**config.mk**
```make
export PLATFORM = sky130hd
export DESIGN_NAME = decode_front
export DESIGN_NICKNAME = d
export VERILOG_FILES = /design/src/design/decode_pkg.sv /design/src/design/id_bundle_if.sv /design/src/design/decode_front.sv /design/src/design/id1_decoder.sv /design/src/design/id2_operand_read.sv /design/src/design/issue_id2.sv
export SDC_FILE = /design/constraint.sdc
export NUM_CORES = 2
export LEC_CHECK = 0
export BUFFER_PORTS_ARGS = -buffer_cell sky130_fd_sc_hd__clkbuf_2
export CORE_AREA = 5 5 335 337
export CTS_CLUSTER_DIAMETER = 200
export DETAILED_ROUTE_END_ITERATION = 10
export DIE_AREA = 0 0 340 342
export PLACE_DENSITY = 0.8
export SYNTH_ARGS = -nofsm -noshare
export SYNTH_HDL_FRONTEND = slang
export SYNTH_SLANG_ARGS = --single-unit
```
**constraint.sdc**
```tcl
create_clock -name clk -period 3.8 [get_ports clk]
set_input_delay 0.57 -clock clk [delete_from_list [all_inputs] [get_ports clk]]
set_output_delay 0.57 -clock clk [all_outputs]
set_load 0.005 [all_outputs]
```
**src/design/decode_pkg.sv**
```systemverilog
package decode_pkg;

    // datapath and register file geometry
    localparam int XLEN   = 32;
    localparam int REG_AW = 5;
    localparam int IMM_W  = 16;
    localparam int JIMM_W = 26;

    // internal opcode after classification, OP_NOP must stay at zero
    // so that an all-zero bundle is a bubble
    typedef enum logic [4:0] {
        OP_NOP,
        OP_ADDU,
        OP_SUBU,
        OP_AND,
        OP_OR,
        OP_XOR,
        OP_SLT,
        OP_SLL,
        OP_SRL,
        OP_ADDIU,
        OP_ANDI,
        OP_ORI,
        OP_LUI,
        OP_LW,
        OP_SW,
        OP_BEQ,
        OP_BNE,
        OP_J,
        OP_JR
    } op_e;

    // decoded instruction as it travels from id1 to id2
    typedef struct packed {
        op_e               op;
        logic [XLEN-1:0]   pc;
        logic [XLEN-1:0]   inst;
        logic [REG_AW-1:0] rs;
        logic [REG_AW-1:0] rt;
        logic [REG_AW-1:0] rd;
        logic [REG_AW-1:0] sa;
        logic              w_reg_ena;
        logic [REG_AW-1:0] w_reg_dst;
        logic [IMM_W-1:0]  imme;
        logic [JIMM_W-1:0] j_imme;
        logic              is_branch;
        logic              is_j_imme;
        logic              is_jr;
        logic              is_ls;
    } decoded_t;

    localparam decoded_t BUBBLE = '0;

endpackage

```
**src/design/id_bundle_if.sv**
```systemverilog
`timescale 1ns/1ps

// decoded bundle between the two decode stages, valid low means bubble
interface id_bundle_if import decode_pkg::*; ();

    logic     valid;
    decoded_t bundle;

    modport producer (
        output valid,
        output bundle
    );

    modport consumer (
        input valid,
        input bundle
    );

endinterface

```
**src/design/decode_front.sv**
```systemverilog
`timescale 1ns/1ps

module decode_front import decode_pkg::*; #(
    parameter bit WB_BYPASS = 1'b1
) (
    input  logic              clk,
    input  logic              arst_n_i,
    input  logic              stall_i,
    input  logic              flush_i,
    input  logic              inst_valid_i,
    input  logic [XLEN-1:0]   inst_i,
    input  logic [XLEN-1:0]   pc_i,
    input  logic              wb_we_i,
    input  logic [REG_AW-1:0] wb_addr_i,
    input  logic [XLEN-1:0]   wb_data_i,
    output logic              ex_valid_o,
    output op_e               ex_op_o,
    output logic [XLEN-1:0]   ex_src_a_o,
    output logic [XLEN-1:0]   ex_src_b_o,
    output logic              ex_w_reg_ena_o,
    output logic [REG_AW-1:0] ex_w_reg_dst_o,
    output logic              ex_is_branch_o,
    output logic              ex_is_ls_o,
    output logic [XLEN-1:0]   ex_target_o,
    output logic [XLEN-1:0]   ex_pc_o
);

    id_bundle_if id1_if ();
    id_bundle_if id2_if ();

    id1_decoder u_id1_decoder (
        .inst_valid_i (inst_valid_i),
        .inst_i       (inst_i),
        .pc_i         (pc_i),
        .bundle_o     (id1_if.producer)
    );

    // the stage register that splits decode in two
    issue_id2 u_issue_id2 (
        .clk      (clk),
        .arst_n_i (arst_n_i),
        .stall_i  (stall_i),
        .flush_i  (flush_i),
        .in_i     (id1_if.consumer),
        .out_o    (id2_if.producer)
    );

    id2_operand_read #(
        .WB_BYPASS (WB_BYPASS)
    ) u_id2_operand_read (
        .clk            (clk),
        .arst_n_i       (arst_n_i),
        .stall_i        (stall_i),
        .flush_i        (flush_i),
        .in_i           (id2_if.consumer),
        .wb_we_i        (wb_we_i),
        .wb_addr_i      (wb_addr_i),
        .wb_data_i      (wb_data_i),
        .ex_valid_o     (ex_valid_o),
        .ex_op_o        (ex_op_o),
        .ex_src_a_o     (ex_src_a_o),
        .ex_src_b_o     (ex_src_b_o),
        .ex_w_reg_ena_o (ex_w_reg_ena_o),
        .ex_w_reg_dst_o (ex_w_reg_dst_o),
        .ex_is_branch_o (ex_is_branch_o),
        .ex_is_ls_o     (ex_is_ls_o),
        .ex_target_o    (ex_target_o),
        .ex_pc_o        (ex_pc_o)
    );

endmodule

```
**src/design/id1_decoder.sv**
```systemverilog
`timescale 1ns/1ps

module id1_decoder import decode_pkg::*; (
    input  logic            inst_valid_i,
    input  logic [XLEN-1:0] inst_i,
    input  logic [XLEN-1:0] pc_i,
    id_bundle_if.producer   bundle_o
);

    // primary opcode field
    localparam logic [5:0] OPC_SPECIAL = 6'h00;
    localparam logic [5:0] OPC_J       = 6'h02;
    localparam logic [5:0] OPC_BEQ     = 6'h04;
    localparam logic [5:0] OPC_BNE     = 6'h05;
    localparam logic [5:0] OPC_ADDIU   = 6'h09;
    localparam logic [5:0] OPC_ANDI    = 6'h0c;
    localparam logic [5:0] OPC_ORI     = 6'h0d;
    localparam logic [5:0] OPC_LUI     = 6'h0f;
    localparam logic [5:0] OPC_LW      = 6'h23;
    localparam logic [5:0] OPC_SW      = 6'h2b;

    // function field of SPECIAL words
    localparam logic [5:0] FN_SLL  = 6'h00;
    localparam logic [5:0] FN_SRL  = 6'h02;
    localparam logic [5:0] FN_JR   = 6'h08;
    localparam logic [5:0] FN_ADDU = 6'h21;
    localparam logic [5:0] FN_SUBU = 6'h23;
    localparam logic [5:0] FN_AND  = 6'h24;
    localparam logic [5:0] FN_OR   = 6'h25;
    localparam logic [5:0] FN_XOR  = 6'h26;
    localparam logic [5:0] FN_SLT  = 6'h2a;

    logic [5:0]        opcode;
    logic [5:0]        funct;
    logic [REG_AW-1:0] dst;
    logic              writes_reg;
    op_e               op;
    decoded_t          dec;

    assign opcode = inst_i[31:26];
    assign funct  = inst_i[5:0];

    always_comb begin
        case (opcode)
            OPC_SPECIAL: begin
                case (funct)
                    FN_ADDU: op = OP_ADDU;
                    FN_SUBU: op = OP_SUBU;
                    FN_AND:  op = OP_AND;
                    FN_OR:   op = OP_OR;
                    FN_XOR:  op = OP_XOR;
                    FN_SLT:  op = OP_SLT;
                    FN_SLL:  op = OP_SLL;
                    FN_SRL:  op = OP_SRL;
                    FN_JR:   op = OP_JR;
                    default: op = OP_NOP;
                endcase
            end
            OPC_J:     op = OP_J;
            OPC_BEQ:   op = OP_BEQ;
            OPC_BNE:   op = OP_BNE;
            OPC_ADDIU: op = OP_ADDIU;
            OPC_ANDI:  op = OP_ANDI;
            OPC_ORI:   op = OP_ORI;
            OPC_LUI:   op = OP_LUI;
            OPC_LW:    op = OP_LW;
            OPC_SW:    op = OP_SW;
            default:   op = OP_NOP;
        endcase
    end

    always_comb begin
        case (op)
            OP_ADDU, OP_SUBU, OP_AND, OP_OR, OP_XOR, OP_SLT, OP_SLL, OP_SRL,
            OP_ADDIU, OP_ANDI, OP_ORI, OP_LUI, OP_LW: writes_reg = 1'b1;
            default:                                   writes_reg = 1'b0;
        endcase
    end

    // the destination follows the word format, even for ops that do not write
    assign dst = (opcode == OPC_SPECIAL) ? inst_i[15:11] : inst_i[20:16];

    always_comb begin
        dec.op        = op;
        dec.pc        = pc_i;
        dec.inst      = inst_i;
        dec.rs        = inst_i[25:21];
        dec.rt        = inst_i[20:16];
        dec.rd        = inst_i[15:11];
        dec.sa        = inst_i[10:6];
        dec.imme      = inst_i[IMM_W-1:0];
        dec.j_imme    = inst_i[JIMM_W-1:0];
        dec.w_reg_dst = dst;
        // writes to register 0 are dropped here so later stages never see them
        dec.w_reg_ena = writes_reg && (dst != '0);
        dec.is_branch = (op == OP_BEQ) || (op == OP_BNE);
        dec.is_j_imme = (op == OP_J);
        dec.is_jr     = (op == OP_JR);
        dec.is_ls     = (op == OP_LW) || (op == OP_SW);
    end

    assign bundle_o.valid  = inst_valid_i;
    assign bundle_o.bundle = dec;

endmodule

```
**src/design/id2_operand_read.sv**
```systemverilog
`timescale 1ns/1ps

module id2_operand_read import decode_pkg::*; #(
    parameter bit WB_BYPASS = 1'b1
) (
    input  logic              clk,
    input  logic              arst_n_i,
    input  logic              stall_i,
    input  logic              flush_i,
    id_bundle_if.consumer     in_i,
    input  logic              wb_we_i,
    input  logic [REG_AW-1:0] wb_addr_i,
    input  logic [XLEN-1:0]   wb_data_i,
    output logic              ex_valid_o,
    output op_e               ex_op_o,
    output logic [XLEN-1:0]   ex_src_a_o,
    output logic [XLEN-1:0]   ex_src_b_o,
    output logic              ex_w_reg_ena_o,
    output logic [REG_AW-1:0] ex_w_reg_dst_o,
    output logic              ex_is_branch_o,
    output logic              ex_is_ls_o,
    output logic [XLEN-1:0]   ex_target_o,
    output logic [XLEN-1:0]   ex_pc_o
);

    localparam int NREGS = 2 ** REG_AW;

    // register 0 is hardwired, so only 1..31 are stored
    logic [XLEN-1:0] rf_q [NREGS-1:1];
    decoded_t        b;
    logic [XLEN-1:0] rs_val;
    logic [XLEN-1:0] rt_val;
    logic [XLEN-1:0] imm_sext;
    logic [XLEN-1:0] imm_zext;
    logic [XLEN-1:0] pc_plus4;
    logic [XLEN-1:0] src_b;
    logic [XLEN-1:0] target;

    assign b = in_i.bundle;

    // writes continue during stall, write-back is not part of this pipeline
    always_ff @(posedge clk or negedge arst_n_i) begin
        if (!arst_n_i) begin
            for (int i = 1; i < NREGS; i++) begin
                rf_q[i] <= '0;
            end
        end else if (wb_we_i && (wb_addr_i != '0)) begin
            rf_q[wb_addr_i] <= wb_data_i;
        end
    end

    function automatic logic [XLEN-1:0] read_reg(input logic [REG_AW-1:0] addr);
        logic [XLEN-1:0] val;
        if (addr == '0) begin
            val = '0;
        end else if (WB_BYPASS && wb_we_i && (wb_addr_i == addr)) begin
            val = wb_data_i;
        end else begin
            val = rf_q[addr];
        end
        return val;
    endfunction

    always_comb begin
        rs_val = read_reg(b.rs);
        rt_val = read_reg(b.rt);
    end

    assign imm_sext = {{(XLEN-IMM_W){b.imme[IMM_W-1]}}, b.imme};
    assign imm_zext = {{(XLEN-IMM_W){1'b0}}, b.imme};
    assign pc_plus4 = b.pc + XLEN'(4);

    always_comb begin
        case (b.op)
            OP_SLL, OP_SRL:                    src_b = {{(XLEN-REG_AW){1'b0}}, b.sa};
            OP_ADDU, OP_SUBU, OP_AND, OP_OR,
            OP_XOR, OP_SLT, OP_BEQ, OP_BNE:    src_b = rt_val;
            OP_ANDI, OP_ORI:                   src_b = imm_zext;
            OP_ADDIU, OP_LW, OP_SW:            src_b = imm_sext;
            OP_LUI:                            src_b = {b.imme, {(XLEN-IMM_W){1'b0}}};
            default:                           src_b = '0;
        endcase
    end

    always_comb begin
        if (b.is_branch) begin
            target = pc_plus4 + {imm_sext[XLEN-3:0], 2'b00};
        end else if (b.is_j_imme) begin
            target = {pc_plus4[XLEN-1:JIMM_W+2], b.j_imme, 2'b00};
        end else if (b.is_jr) begin
            target = rs_val;
        end else begin
            target = '0;
        end
    end

    // a bubble in id2 is all zero, so it lands here as all-zero ex_ fields
    always_ff @(posedge clk or negedge arst_n_i) begin
        if (!arst_n_i) begin
            ex_valid_o     <= 1'b0;
            ex_op_o        <= OP_NOP;
            ex_src_a_o     <= '0;
            ex_src_b_o     <= '0;
            ex_w_reg_ena_o <= 1'b0;
            ex_w_reg_dst_o <= '0;
            ex_is_branch_o <= 1'b0;
            ex_is_ls_o     <= 1'b0;
            ex_target_o    <= '0;
            ex_pc_o        <= '0;
        end else if (!stall_i) begin
            if (flush_i) begin
                ex_valid_o     <= 1'b0;
                ex_op_o        <= OP_NOP;
                ex_src_a_o     <= '0;
                ex_src_b_o     <= '0;
                ex_w_reg_ena_o <= 1'b0;
                ex_w_reg_dst_o <= '0;
                ex_is_branch_o <= 1'b0;
                ex_is_ls_o     <= 1'b0;
                ex_target_o    <= '0;
                ex_pc_o        <= '0;
            end else begin
                ex_valid_o     <= in_i.valid;
                ex_op_o        <= b.op;
                ex_src_a_o     <= rs_val;
                ex_src_b_o     <= src_b;
                ex_w_reg_ena_o <= b.w_reg_ena;
                ex_w_reg_dst_o <= b.w_reg_dst;
                ex_is_branch_o <= b.is_branch;
                ex_is_ls_o     <= b.is_ls;
                ex_target_o    <= target;
                ex_pc_o        <= b.pc;
            end
        end
    end

endmodule

```
**src/design/issue_id2.sv**
```systemverilog
`timescale 1ns/1ps

module issue_id2 import decode_pkg::*; (
    input  logic          clk,
    input  logic          arst_n_i,
    input  logic          stall_i,
    input  logic          flush_i,
    id_bundle_if.consumer in_i,
    id_bundle_if.producer out_o
);

    logic     valid_q;
    decoded_t bundle_q;

    // stall holds the slot, otherwise flush or an empty id1 slot loads a bubble
    always_ff @(posedge clk or negedge arst_n_i) begin
        if (!arst_n_i) begin
            valid_q  <= 1'b0;
            bundle_q <= BUBBLE;
        end else if (!stall_i) begin
            if (flush_i || !in_i.valid) begin
                valid_q  <= 1'b0;
                bundle_q <= BUBBLE;
            end else begin
                valid_q  <= 1'b1;
                bundle_q <= in_i.bundle;
            end
        end
    end

    assign out_o.valid  = valid_q;
    assign out_o.bundle = bundle_q;

endmodule

```
; After elaboration in Yosys (flattened, before gate mapping)
; Memories as Yosys holds them, arrays and structs flattened.
; Index checks and enable logic that the tools add are counted.
[op_classes]
n_reduce_logical = 19
n_addsub = 2
n_eq_ne = 41
magnitude_cmp = 4
mux = 31
[op_table]
columns = op, count
row1 = $bwmux W992, 1
row2 = $mux W32, 14
row3 = $bmux W32 S5, 2
row4 = $demux W32 S5, 1
row5 = $pmux W32 S5, 1
row6 = $mux W141, 1
row7 = $eq A5 B4 Y1 const B, 11
row8 = $pmux W5 S10, 1
row9 = $eq A6 B6 Y1 const B, 8
row10 = $pmux W5 S9, 1
row11 = $add A32 B3 Y32 const B, 1
row12 = $add A32 B32 Y32, 1
row13 = $eq A6 B4 Y1 const B, 5
row14 = $eq A5 B3 Y1 const B, 4
row15 = $eq A5 B5 Y1 const B, 4
row16 = $lt A5 B6 Y1 const B, 3
row17 = $mux W5, 3
row18 = $eq A6 B2 Y1 const B, 2
row19 = $eq A6 B3 Y1 const B, 2
row20 = $logic_not A6 Y1, 2
row21 = $eq A5 B2 Y1 const B, 2
row22 = $eq A5 B5 Y1, 2
row23 = $logic_not A5 Y1, 2
row24 = $reduce_bool A5 Y1, 2
row25 = other kinds (9), 21
[word_totals]
n_memories = 1
in_bits = 107
word_cells = 153
ff_bits = 1239
mem_bits_ro = 16
out_inout_bits = 142
[mem_list]
columns = memory, words, word_bits, read_ports, rd_ports_with_merged_regs, wr, line_no
row1 = (name not given), 16, 1, 1, 0, 0, id1_decoder.sv:73  ; case (op)

; Logic depth before layout (Yosys ltp)
[logic_depth]
word_depth = 8
mapped_depth = 15
depth_no_buf = 14

; Cells and area by module
; A second synthesis with hierarchy kept.
[hier_totals]
cells_unflattened = 5197
area_unflattened_um2 = 69598.0
[by_module_without_submodules]
columns = mod, seq_area_each_um2, area_per_inst_um2, cells_per_inst, n_inst
row1 = id2_operand_read, 28377.2, 61834.3, 4370, 1
row2 = issue_id2, 3553.4, 6185.9, 615, 1
row3 = id1_decoder, 0.0, 1577.8, 212, 1

; Least setup slack after synthesis
; OpenSTA, ideal clock, no wires.
[synth_timing]
path_type = flip-flop to flip-flop
from = register u_issue_id2.bundle_q (netlist bit u_issue_id2.out_o.bundle[108])
to = register u_id2_operand_read.ex_target_o[28]
n_path_buf = 1
slack_ns = 0.504
arrival_time_ns = 3.176
stages_incl_launch_ff = 15
setup_time_ns = 0.120
cell_sequence = dfrtp_1 > clkbuf_1 > nand4_1 > nor3_1 > nand2_1 > xnor2_1 > ha_1 > o21a_1 > o211ai_1 > a21o_1 > a21oi_1 > o21ai_0 > o41ai_1 > nand4_1 > o211a_1
[synth_via]
elab_chain_len = 4
word_cells_on_any_way = 5
[synth_lines]
columns = item, line_no
row1 = start: declaration, issue_id2.sv:13  ; decoded_t bundle_q;
row2 = start signal: assignment, issue_id2.sv:26  ; bundle_q <= in_i.bundle;
row3 = $add A32 B3 Y32 (*), id2_operand_read.sv:71  ; assign pc_plus4 = b.pc + XLEN'(4);
row4 = $add A32 B32 Y32 or $mux W32 (tied branches), "id2_operand_read.sv:87, id2_operand_read.sv:88"
row5 = $mux W32 (*), id2_operand_read.sv:86  ; if (b.is_branch) begin
row6 = $mux W32 (*), id2_operand_read.sv:111  ; if (flush_i) begin
row7 = end signal: assignment, id2_operand_read.sv:131  ; ex_target_o <= target;
row8 = end: declaration, id2_operand_read.sv:22  ; output logic [XLEN-1:0] ex_target_o,
; Mark *: on every way between the ends. The rest lies on a longest branch, timed or not.
; A chain may end at the register's enable or synchronous reset.

==> impl_metrics.ini <==
[floorplanning]
start_util_pct = 59.5
die_y_microns = 342
die_w_microns = 340
die_area_sq_um = 116000
std_cell_rows = 121
ios = 249
coreArea_sq_um = 109000

[critical_path]
cp_data_arrival_time_ns = 4.23
rrSetupSlack_ns = 0.20
r2r-end = u_id2_operand_read.ex_target_o[5]
critPathKind = reg -> reg
cp_max_fo = 15
regToRegStartpoint = u_issue_id2.out_o.bundle[26]
critical_path.startpoint_type = register
cp.required_ns = 4.43
endpoint_kind = register
r2r_cells = 9

[global_routing]
grt_pass1_wl_mm = 306
grt_max_degree = 166
grt_pass1_vias = 47000
antenna_found_initial = 11
grt_remaining_overflow = 0
track_usage_pct = 35.0

[timing]
relSlewSlack_pct = 29.9
fin_setup_tns_ns = 0
fin_ws_ns = 0.203
fin_worst_skew_ns = 0.0404
fin_crit_sh_pct = 94.7
hold_viol = 0
fin_crit_ns = 3.60
fmax_mhz = 278
finalMaxSlewViolations = 0
worst_pin_slew_ns = 1.04
finalSetupViolations = 0
rsz0062_at_grt = false

[cells_and_area]
drive_above_1_share_pct = 46.4
multi_input_area_sq_um = 32600
syn_to_final_growth_pct = 12.4
layout.nets = 4976
fillers = 7244
final_cells = 6361
seq_area_sq_um = 30300

[power_and_ir_drop]
ir_worst_vdd_uv = 416
p_per_area_nw_per_um2 = 506
cellLeakagePower_nw = 31.2
p_total_mw = 36.8

[detailed_routing]
dr.pass1.iters = 6
ant_nets = 0
drt-total-wl_mm = 204
viasPerCell = 7.22
post_drt_wl_per_cell_microns = 32.0
drtIter0Drc = 5824
num_vias = 46000
route.detailed.drc = 0

[clocking]
insertion_delay_ns = 0.74
tritoncts = yes
numCtsBuffers = 121
cts.clk_slew.worst_paths_ns = 0.07
htreeDepth = 3
cts-root-buf = clkbuf_16
clock_sinks = 1208
clk_path_buf_depth = 3
cts_setup_buffers = 0

[synth]
synth_nets = 4829
avgSynthCellArea_sq_um = 13.8
synth-warning-count = 0
synth_seq_cells = 1208
synth_seq_area_share_pct = 46.8
synth_edf_count = 0
ys_async_sr_fraction_pct = 100
ys.flop_type = dfrtp_1
synth_cells = 4686
ys_types = 73
synth_area_sq_um = 64600

[min_path]
hold_end = u_issue_id2.out_o.bundle[125]
min-delay-start = pc_i[21]
min_path_cells = 2
holdCritPathClass = in -> reg

[placement]
gp_congestion = 0.942
dp_slack_ns = 0.261
dp_cells = 6123
io_buffers = 248
dpl.hpwl_mm = 131

[job]
drv_cap = 0

[run_status]
status = completed
## where the power goes
part | switching [mW] | internal [mW]
Clock | 5.29 | 7.57
Sequential | 1.77 | 15.0
Combinational | 2.99 | 4.14
Total | 10.1 | 26.7
## state kept, by name, summed over array words and instances (netlist names)
| register | flops |
|---|---|
| u_id2_operand_read.rf_q | 992 |
| u_issue_id2.out_o.bundle | 73 |
| u_id2_operand_read.ex_pc_o | 32 |
| u_id2_operand_read.ex_src_a_o | 32 |
| u_id2_operand_read.ex_src_b_o | 32 |
| u_id2_operand_read.ex_target_o | 32 |
| u_id2_operand_read.ex_op_o | 5 |
| u_id2_operand_read.ex_w_reg_dst_o | 5 |
| u_id2_operand_read.ex_is_branch_o | 1 |
| u_id2_operand_read.ex_is_ls_o | 1 |
| u_id2_operand_read.ex_valid_o | 1 |
| u_id2_operand_read.ex_w_reg_ena_o | 1 |
| u_issue_id2.out_o.valid | 1 |
## synth_stat cells (5+ instances only)
master / instances / area [sq um]
buf_4: 5 / 37.5
o21ai_0: 175 / 876
ha_1: 35 / 438
clkbuf_1: 346 / 1300
buf_2: 38 / 190
a21oi_1: 161 / 806
mux2i_1: 96 / 961
xnor2_1: 33 / 289
a221oi_1: 24 / 210
nand4_1: 16 / 100
inv_1: 21 / 78.8
nor3_1: 21 / 105
buf_1: 73 / 274
a222oi_1: 5 / 50.1
a221o_1: 23 / 230
nor3b_1: 7 / 52.6
xor2_1: 30 / 263
o211ai_1: 9 / 67.6
and2_1: 6 / 37.5
dfrtp_1: 1208 / 30200
nand3_1: 35 / 175
a22oi_1: 19 / 143
nand2_1: 256 / 961
a22o_1: 98 / 858
nand2b_1: 56 / 350
a211oi_1: 16 / 120
o31ai_1: 12 / 90.1
a32o_1: 6 / 60.1
nand3b_1: 7 / 52.6
mux2_2: 999 / 11200
mux4_2: 540 / 12200
a21o_1: 14 / 105
a31oi_1: 15 / 93.8
nor2b_1: 12 / 75.1
o221ai_1: 24 / 210
o32ai_1: 7 / 61.3
nor4_1: 5 / 31.3
and3_1: 12 / 75.1
o22ai_1: 10 / 62.6
nor2_1: 152 / 571
## worst max path at each step
| stage | startpoint | to | slack (ns) | depth (start not counted) |
|---|---|---|---|---|
| floorplan | u_issue_id2.out_o.bundle[108] | u_id2_operand_read.ex_target_o[28] | 0.50 | 14 |
| global placement | u_issue_id2.out_o.bundle[106] | u_id2_operand_read.ex_target_o[19] | 0.29 | 13 |
| detailed placement | u_issue_id2.out_o.bundle[107] | u_id2_operand_read.ex_target_o[19] | 0.26 | 13 |
| CTS | u_issue_id2.out_o.bundle[107] | u_id2_operand_read.ex_target_o[19] | 0.22 | 13 |
| global route | u_issue_id2.out_o.bundle[107] | u_id2_operand_read.ex_target_o[31] | 0.02 | 15 |
| finish | u_issue_id2.out_o.bundle[26] | u_id2_operand_read.ex_target_o[5] | 0.20 | 9 |
## stage by stage
| stage | util (%) | cell area, sq um | hold WS, ns |
|---|---|---|---|
| after floorplan | - | 64600 | 0.274 |
| after global placement | 62.9 | 68300 | 0.462 |
| after detailed placement | 62.9 | 68300 | 0.469 |
| after CTS | 66.9 | 72600 | 0.0311 |
| after global routing | 66.9 | 72600 | 0.0498 |
| final | 66.9 | 72600 | 0.0529 |
## routing by layer
layer / share of wire (%) / wire length [microns] / GRT usage, % / vias up
met3: 12 / 24400 / 9.91 / 777
li1: - / - / - / 18200
met4: 7.3 / 14900 / 21.2 / 4
met2: 45 / 91000 / 52.3 / 3178
met5: 0.011 / 22 / 0 / -
met1: 36 / 73500 / 45.9 / 23800
## cell usage in the layout, fill, tap and decap left out, drive strengths merged, types with 56 or more instances in the layout
master	netlist	routed
dfrtp	1208	1208
mux2	999	999
mux4	540	540
clkbuf	346	426
nand2	257	257
buf	118	240
o21ai	175	175
a21oi	161	161
nor2	152	152
a22o	98	98
mux2i	96	96
nand2b	56	56
## what timing repair did
action                                 CTS  global route
setup endpoints to repair                0             3
hold buffers                             1             0
endpoints found under the hold margin   46             0
resized for setup                        0             3
## cell families after synthesis
family / synth area share, %
muxes: 37.7
DFF: 46.8
adders and majority gates: 0.709
xor gates and xnor gates: 0.854
and+or+nand+nor: 4.27
buffers and inverters: 2.96
AOI/OAI and AO/OA: 6.68
## final cells by class
class / count / area share [%]
Clock buffer: 179 / 5.01
Sequential cell: 1208 / 41.7
Inverter: 23 / 0.122
Clock inverter: 50 / 0.922
Tap cell: 1414 / 2.44
Multi-Input combinational cell: 2991 / 44.9
Antenna cell: 8 / 0.0276
Timing Repair Buffer: 488 / 4.88
## critical path, stage by stage (launching register included)
cell      delay, ns
dfrtp_4        0.62
buf_4          0.26
xor2_1         0.15
nor4_1         0.30
and3_2         0.54
buf_4          0.39
o21ai_0        0.45
a221oi_1       0.40
a21oi_1        0.11
a22o_1         0.23
Power figures use the tool's default switching activity.
